===== config.mk =====
export PLATFORM = sky130hd
export DESIGN_NAME = ffp_add_mix
export DESIGN_NICKNAME = d
export VERILOG_FILES = /design/src/logic/ffp_fmt_pkg.sv /design/src/logic/ffp_add_pkg.sv /design/src/logic/ffp_add_mix.sv /design/src/logic/ffp_result.sv /design/src/logic/ffp_align.sv
export SDC_FILE = /design/constraint.sdc
export NUM_CORES = 1
export LEC_CHECK = 0
export ABC_AREA = 1
export BUFFER_PORTS_ARGS = -buffer_cell sky130_fd_sc_hd__clkbuf_2
export CORE_MARGIN = 2
export CORE_UTILIZATION = 55
export DETAILED_ROUTE_END_ITERATION = 7
export MAX_ROUTING_LAYER = met4
export PLACE_DENSITY = 0.78
export SETUP_SLACK_MARGIN = 0.02
export SYNTH_ARGS = -nofsm -noshare
export SYNTH_HDL_FRONTEND = slang
export SYNTH_SLANG_ARGS = --single-unit

===== constraint.sdc =====
create_clock -name clk -period 4 [get_ports clk]
set_clock_uncertainty 0.15 [all_clocks]
set_input_delay 0 -clock clk [delete_from_list [all_inputs] [get_ports clk]]
set_output_delay 0 -clock clk [all_outputs]
set_load 0.02 [all_outputs]

===== src/logic/ffp_fmt_pkg.sv =====
package ffp_fmt_pkg;

    // ==================================================
    // Field widths of the internal float format
    // ==================================================
    localparam int EXP_W     = 10;
    localparam int MAN_W     = 33;
    localparam int RES_MAN_W = 34;
    localparam int STATUS_W  = 3;

    // Zero exponent is -EXP_BIAS, special exponent is EXP_BIAS + 1
    localparam int EXP_BIAS  = 127;

    typedef logic signed [EXP_W-1:0] ffp_exp_t;
    typedef logic [MAN_W-1:0]        ffp_man_t;
    typedef logic [RES_MAN_W-1:0]    ffp_res_man_t;

    // Status flags, nan in the top bit
    typedef struct packed {
        logic nan;
        logic inf;
        logic zero;
    } ffp_status_t;

    // Input operand, 47 bits
    typedef struct packed {
        ffp_status_t status;
        logic        sign;
        ffp_exp_t    exp;
        ffp_man_t    man;
    } ffp_operand_t;

    // Adder result, one extra mantissa bit
    typedef struct packed {
        ffp_status_t  status;
        logic         sign;
        ffp_exp_t     exp;
        ffp_res_man_t man;
    } ffp_result_t;

endpackage

===== src/logic/ffp_add_pkg.sv =====
package ffp_add_pkg;

    // ==================================================
    // Datapath widths
    // ==================================================
    // Sign copy, mantissa, sticky and guard
    localparam int ADD_W     = ffp_fmt_pkg::MAN_W + 3;
    localparam int INT_IN_W  = 21;
    localparam int INT_OUT_W = 23;

    // Largest exponent difference that still aligns
    localparam int ALIGN_LIMIT_LONG  = 31;
    localparam int ALIGN_LIMIT_SHORT = 24;
    localparam int SHIFT_W           = 6;

    typedef logic [ADD_W-1:0] ffp_add_t;

    // Operation mode, fp8 and tf32 share the float path
    typedef struct packed {
        logic align_short;
        logic tf32;
        logic fp8;
        logic int8;
    } ffp_mode_t;

    // ==================================================
    // Stage register between align and result
    // ==================================================
    typedef struct packed {
        ffp_add_t              add_a;
        ffp_add_t              add_b;
        ffp_fmt_pkg::ffp_exp_t large_exp;
        logic                  zero_sign;
        logic                  is_nan;
        logic                  is_inf;
        logic                  is_zero;
        logic                  inf_sign;
        logic                  nan_sign;
        logic                  int8;
    } ffp_stage_t;

endpackage


===== src/logic/ffp_add_mix.sv =====
`timescale 1ns/1ps

module ffp_add_mix (
    input  logic                      clk,
    input  logic                      arst_n_i,
    input  ffp_fmt_pkg::ffp_operand_t a_i,
    input  ffp_fmt_pkg::ffp_operand_t b_i,
    input  ffp_add_pkg::ffp_mode_t    mode_i,
    input  logic                      valid_i,
    output ffp_fmt_pkg::ffp_result_t  z_o,
    output logic                      valid_o
);
    import ffp_add_pkg::*;

    // Registered operation between the two halves
    ffp_stage_t stage;

    // Classify, swap, align, register
    ffp_align u_align (
        .clk           (clk),
        .arst_n_i      (arst_n_i),
        .a_i           (a_i),
        .b_i           (b_i),
        .mode_i        (mode_i),
        .valid_i       (valid_i),
        .stage_o       (stage),
        .stage_valid_o (valid_o)
    );

    // Add and pack, combinational after the stage
    ffp_result u_result (
        .stage_i (stage),
        .z_o     (z_o)
    );

endmodule


===== src/logic/ffp_result.sv =====
`timescale 1ns/1ps

module ffp_result (
    input  ffp_add_pkg::ffp_stage_t  stage_i,
    output ffp_fmt_pkg::ffp_result_t z_o
);
    import ffp_fmt_pkg::*;
    import ffp_add_pkg::*;

    ffp_add_t             sum;
    logic [INT_OUT_W-1:0] int_sum;
    logic [INT_OUT_W-1:0] int_sat;
    logic                 int_pos_ovf;
    logic                 int_neg_ovf;
    ffp_res_man_t         man;
    ffp_exp_t             exp_inc;
    logic                 is_zero;
    logic                 sign;
    ffp_result_t          z_int;
    ffp_result_t          z_float;

    // Single shared adder for both paths
    assign sum = stage_i.add_a + stage_i.add_b;

    // ==================================================
    // Integer path
    // ==================================================
    assign int_sum = sum[INT_OUT_W-1:0];

    // Upper bits disagree with the sign means the sum left the 21-bit range
    assign int_pos_ovf = ~int_sum[INT_OUT_W-1] & (|int_sum[INT_OUT_W-2:INT_IN_W-1]);
    assign int_neg_ovf = int_sum[INT_OUT_W-1] & ~(&int_sum[INT_OUT_W-2:INT_IN_W-1]);

    always_comb begin
        if (int_pos_ovf) begin
            int_sat = {{(INT_OUT_W-INT_IN_W+1){1'b0}}, {(INT_IN_W-1){1'b1}}};
        end else if (int_neg_ovf) begin
            int_sat = {{(INT_OUT_W-INT_IN_W+1){1'b1}}, {(INT_IN_W-1){1'b0}}};
        end else begin
            int_sat = int_sum;
        end
    end

    // Status stays clear, value fills sign, exponent and mantissa
    assign z_int = {{STATUS_W{1'b0}},
                    {(1+EXP_W+RES_MAN_W-INT_OUT_W){int_sat[INT_OUT_W-1]}},
                    int_sat};

    // ==================================================
    // Float path
    // ==================================================
    assign man     = sum[ADD_W-1:2];
    assign exp_inc = stage_i.large_exp + 1'b1;
    assign is_zero = stage_i.is_zero | (~(|man) & ~(stage_i.is_nan | stage_i.is_inf));
    assign sign    = is_zero ? stage_i.zero_sign : man[RES_MAN_W-1];

    always_comb begin
        z_float.status.nan  = stage_i.is_nan;
        z_float.status.inf  = stage_i.is_inf;
        z_float.status.zero = is_zero;
        if (stage_i.is_nan) begin
            z_float.sign = stage_i.nan_sign;
            z_float.exp  = ffp_exp_t'(EXP_BIAS + 1);
            z_float.man  = {{2{stage_i.nan_sign}}, 1'b1, {(RES_MAN_W-3){1'b0}}};
        end else if (stage_i.is_inf) begin
            z_float.sign = stage_i.inf_sign;
            z_float.exp  = ffp_exp_t'(EXP_BIAS + 1);
            z_float.man  = {{2{stage_i.inf_sign}}, {(RES_MAN_W-2){1'b0}}};
        end else if (is_zero) begin
            z_float.sign = sign;
            z_float.exp  = ffp_exp_t'(-EXP_BIAS);
            z_float.man  = {{2{sign}}, {(RES_MAN_W-2){1'b0}}};
        end else begin
            z_float.sign = sign;
            z_float.exp  = exp_inc;
            z_float.man  = man;
        end
    end

    assign z_o = stage_i.int8 ? z_int : z_float;

    // nan and inf are kept exclusive upstream in the align stage
    assert final ($isunknown(z_o.status) || !(z_o.status.nan && z_o.status.inf));

endmodule


===== src/logic/ffp_align.sv =====
`timescale 1ns/1ps

module ffp_align (
    input  logic                      clk,
    input  logic                      arst_n_i,
    input  ffp_fmt_pkg::ffp_operand_t a_i,
    input  ffp_fmt_pkg::ffp_operand_t b_i,
    input  ffp_add_pkg::ffp_mode_t    mode_i,
    input  logic                      valid_i,
    output ffp_add_pkg::ffp_stage_t   stage_o,
    output logic                      stage_valid_o
);
    import ffp_fmt_pkg::*;
    import ffp_add_pkg::*;

    ffp_operand_t          a_f;
    ffp_operand_t          b_f;
    logic                  a_lt_b;
    ffp_exp_t              large_exp;
    ffp_exp_t              small_exp;
    ffp_man_t              large_man;
    ffp_man_t              small_man;
    ffp_man_t              small_shift;
    ffp_man_t              shifted_out;
    logic signed [EXP_W:0] exp_diff;
    logic signed [EXP_W:0] align_limit;
    logic [SHIFT_W-1:0]    shift;
    logic                  align_ovf;
    logic                  sticky;
    ffp_add_t              large_sig;
    ffp_add_t              small_sig;
    ffp_add_t              int_a;
    ffp_add_t              int_b;
    logic                  inf_nan;
    ffp_stage_t            stage_d;

    // ==================================================
    // Unpack and swap
    // ==================================================
    // Float fields unused in integer mode
    assign a_f = mode_i.int8 ? '0 : a_i;
    assign b_f = mode_i.int8 ? '0 : b_i;

    assign a_lt_b    = $signed(a_f.exp) < $signed(b_f.exp);
    assign large_exp = a_lt_b ? b_f.exp : a_f.exp;
    assign small_exp = a_lt_b ? a_f.exp : b_f.exp;
    assign large_man = a_lt_b ? b_f.man : a_f.man;
    assign small_man = a_lt_b ? a_f.man : b_f.man;

    // One extra bit so the difference cannot wrap
    assign exp_diff = {large_exp[EXP_W-1], large_exp} - {small_exp[EXP_W-1], small_exp};

    // ==================================================
    // Alignment of the smaller mantissa
    // ==================================================
    assign align_limit = mode_i.align_short ? (EXP_W+1)'(ALIGN_LIMIT_SHORT)
                                            : (EXP_W+1)'(ALIGN_LIMIT_LONG);

    assign align_ovf = (exp_diff > align_limit)
                    || (exp_diff > EXP_BIAS + 1)
                    || (exp_diff < -EXP_BIAS);

    assign shift       = exp_diff[SHIFT_W-1:0];
    assign small_shift = ffp_man_t'($signed(small_man) >>> shift);

    // Bits lost off the bottom of the shift
    assign shifted_out = small_man & ~({MAN_W{1'b1}} << shift);
    assign sticky      = |shifted_out;

    assign large_sig = {large_man[MAN_W-1], large_man, 2'b00};
    assign small_sig = align_ovf ? '0 : {small_man[MAN_W-1], small_shift, sticky, 1'b0};

    // Integer channel, low bits sign-extended
    assign int_a = {{(ADD_W-INT_IN_W){a_i[INT_IN_W-1]}}, a_i[INT_IN_W-1:0]};
    assign int_b = {{(ADD_W-INT_IN_W){b_i[INT_IN_W-1]}}, b_i[INT_IN_W-1:0]};

    // inf minus inf
    assign inf_nan = a_f.status.inf & b_f.status.inf & (a_f.sign ^ b_f.sign);

    always_comb begin
        stage_d.add_a     = mode_i.int8 ? int_a : large_sig;
        stage_d.add_b     = mode_i.int8 ? int_b : small_sig;
        stage_d.large_exp = large_exp;
        stage_d.zero_sign = a_f.sign & b_f.sign;
        stage_d.is_nan    = a_f.status.nan | b_f.status.nan | inf_nan;
        stage_d.is_inf    = (a_f.status.inf | b_f.status.inf) & ~stage_d.is_nan;
        stage_d.is_zero   = a_f.status.zero & b_f.status.zero;
        stage_d.inf_sign  = a_f.status.inf ? a_f.sign : b_f.sign;
        if (a_f.status.nan) begin
            stage_d.nan_sign = a_f.sign;
        end else if (b_f.status.nan) begin
            stage_d.nan_sign = b_f.sign;
        end else begin
            stage_d.nan_sign = 1'b1;
        end
        stage_d.int8      = mode_i.int8;
    end

    // ==================================================
    // Stage register
    // ==================================================
    always_ff @(posedge clk) begin
        if (valid_i) begin
            stage_o <= stage_d;
        end
    end

    always_ff @(posedge clk or negedge arst_n_i) begin
        if (!arst_n_i) begin
            stage_valid_o <= 1'b0;
        end else begin
            stage_valid_o <= valid_i;
        end
    end

    // Only one format selected per operation
    assert property (@(posedge clk) disable iff (!arst_n_i)
        valid_i |-> $onehot0({mode_i.tf32, mode_i.fp8, mode_i.int8}));

    // Valid has to be known once reset is released
    assert property (@(posedge clk) disable iff (!arst_n_i) !$isunknown(valid_i));

endmodule


==> impl_metrics.json <==
{
  "status": "complete, but fails checks",
  "violations": "DRC",
  "hpwl_mm": 27.7,
  "dieArea_um2": 20400,
  "start_kind": "register",
  "preCtsSetupSlack_ns": 0.0165,
  "clock.fmax_ghz": 0.262,
  "slowest_stage": "edfxtp_1",
  "fillers": 1561,
  "drtIter0Drc": 1502,
  "min_period_ns": 3.82,
  "critical-path-top-delay-family": "simple AND/OR/NAND/NOR gates",
  "slew_violations": 0,
  "yosysUniqueCellTypes": 49,
  "placement.io_buffers": 147,
  "ys_async_sr_fraction": 0.0114,
  "clkSinkCount": 88,
  "max_stage_delay_ns": 0.48,
  "overflow": 0,
  "yosys.area.top_type": "edfxtp_1",
  "dr.pass1.iters": 8,
  "worstPathCellList": "buf_6 -> fa_2 -> nand3_2 -> nor2_1 -> nor2_2 -> o21ai_2 -> a21oi_2 -> inv_2 -> nand2_1 -> nand2_1 -> or2_2 -> nand2_1 -> nand2_1 -> nor2_1 -> nand3_1 -> nor2_1 -> nand4_1 -> nand2_2 -> buf_6 -> nand2_1 -> nand3_2 -> buf_4",
  "synth.top_cells.by_area": "edfxtp_1, nand2_1, nand3_1",
  "detail_route.wirelength_mm": 37.9,
  "ys_ff_latch": 88,
  "mostFrequentLayoutCell": "nand2_1",
  "critical_path_required_ns": 3.85,
  "rows": 50,
  "max-vdd-ir-drop_uv": 248,
  "power_density_nw_per_um2": 452,
  "maxCapViolCount": 0,
  "final_cell_mix": "nand2_1, inv_1, nand3_1",
  "viasPerCell": 5.79,
  "fin_crit_sh": 0.955,
  "synthCells": 1736,
  "die_x_um": 143,
  "synth_fp_nets": 1886,
  "hold_violations": 0,
  "grt_pass1_vias": 11500,
  "critical_path_buf_inv_count": 4,
  "synth_area_um2": 10600,
  "gp_congestion": 1.03,
  "avgSynthCellArea_um2": 6.12,
  "coreArea_um2": 18800,
  "ys_seq_area_frac": 0.248,
  "worst_slew_pin_slew_ns": 1.07,
  "remaining_drc_errors": 23,
  "die_y_um": 143,
  "track_usage": 0.362,
  "timing.hold.ws_ns": 0.0225,
  "fin_cells": 2266,
  "path_max_fanout": 6,
  "arrival_ns": 3.67,
  "grt_max_degree": 89,
  "slew_headroom": 0.288,
  "setup_viol": 0,
  "placed_cell_area_um2": 12100,
  "area_growth_pct": 28.9,
  "cts_root_buf": "clkbuf_16",
  "clkTransAtPathRegs_ns": 0.06,
  "ios": 150,
  "synth_edf_count": 87,
  "p_leak_uw": 0.00688,
  "dp.cells": 2149,
  "final_cell_area_um2": 13700,
  "synth_warnings": 0,
  "synth_top_area_share": 0.246,
  "vias": 13100,
  "final_nets": 2150,
  "setup_ws_ns": 0.180,
  "rsz0062_at_grt": "yes",
  "synth_flop_cell": "edfxtp_1",
  "grt_pass1_wl_mm": 57.0,
  "clockBufferDepth": 2,
  "worst_hold_path_type": "primary input to register",
  "finish.utilization": 0.727,
  "worst-setup-path-type": "register to output pin",
  "crit_path_end_kind": "output pin",
  "ant_nets": 0,
  "antenna_found_initial": 2,
  "cp_common_cell": "nand2_1",
  "cts_tree": "done",
  "start_util": 0.564,
  "wl_per_cell_um": 16.7,
  "cts_buffers": 9,
  "cts.htree.levels": 3,
  "drive_gt1_frac": 0.185
}
routing by layer:
layer  vias up  track usage  wire length (um)
met5         -            -                 0
met2       711        0.583             17700
li1       6282            -                 -
met3       155       0.0315              3100
met4         0        0.129              1680
met1      5967        0.477             15500
stage by stage:
stage | TNS (ns) | power (uW)
detailed placement | 0 | 4860
floorplan | 0 | 3760
global placement | 0 | 4830
CTS | 0 | 5840
finish | 0 | 6190
global route | -3.83 | 6640
worst paths after layout:
check	start	end	slack [ns]	cells past startpoint
worst max-delay path	u_align.stage_o[18]	z_o[33]	0.18	22
max in group asynchronous	arst_n_i	u_align.stage_valid_o	3.21	3
worst min-delay path	b_i[20]	u_align.stage_o[75]	0.02	3
min in group asynchronous	arst_n_i	u_align.stage_valid_o	0.39	3
tightest hold or removal path, delay by kind of cell:
| kind | cells | cell delay [ns] |
|---|---|---|
| buffers and inverters | 2 | 0.20 |
| AO/OA/AOI/OAI | 1 | 0.11 |
logic make-up (layout without fill, tap and decap cells):
kind of cell | count (synthesis) | in the layout | share of synthesized area
and+or+nand+nor | 998 | 998 | 0.397
AOI/OAI and AO/OA | 299 | 299 | 0.158
buffers and inverters | 257 | 526 | 0.0996
DFF | 88 | 88 | 0.248
adders and majority gates | 49 | 49 | 0.0584
xor gates and xnor gates | 39 | 39 | 0.0322
muxes | 6 | 6 | 0.00565
other | 0 | 1 | 0
repair_timing:
action,CTS,global route
resized for setup,6,79
endpoints found under the hold margin,59,0
endpoints found under the setup margin,44,80
buffers inserted,1,17
hold buffers,79,0
gates cloned,0,3
pin swaps,2,21
report_power, final:
part | leakage (uW) | switching [uW] | internal, uW
clock | 0.000157 | 342 | 551
sequential | 0.000856 | 70.9 | 1150
combinational | 0.00587 | 2550 | 1520
total | 0.00688 | 2970 | 3230
cells in the mapped netlist (5+ instances only):
| cell | count |
|---|---|
| xnor2_1 | 14 |
| inv_1 | 169 |
| nor2_2 | 5 |
| inv_2 | 6 |
| nand2_2 | 14 |
| edfxtp_1 | 87 |
| nor3_1 | 8 |
| o21bai_1 | 5 |
| o22ai_1 | 35 |
| a31oi_1 | 11 |
| o21ai_0 | 82 |
| nand4_1 | 14 |
| xor2_1 | 25 |
| ha_1 | 48 |
| nand3_2 | 7 |
| nand3b_1 | 22 |
| buf_6 | 8 |
| nand3_1 | 148 |
| nand2_1 | 656 |
| o21ai_1 | 34 |
| buf_2 | 18 |
| and2_1 | 9 |
| o211ai_1 | 8 |
| a21oi_1 | 96 |
| clkbuf_1 | 41 |
| nor2_1 | 102 |
| buf_1 | 11 |
| mux2i_1 | 6 |
| o221ai_1 | 10 |
final cells by class:
class,count,area (um^2),area share
Antenna cell,1,2.50,0.000183
Clock buffer,10,229,0.0167
Clock inverter,6,95.1,0.00694
Inverter,176,668,0.0488
Multi-Input combinational cell,1391,7230,0.528
Sequential cell,88,2640,0.193
Tap cell,260,325,0.0238
Timing Repair Buffer,334,2510,0.183
sequential cells by signal, summed over array words and instances, names as in the netlist:
name,count
u_align.stage_o,87
u_align.stage_valid_o,1
Note: power is estimated with default switching activity, not from simulation.
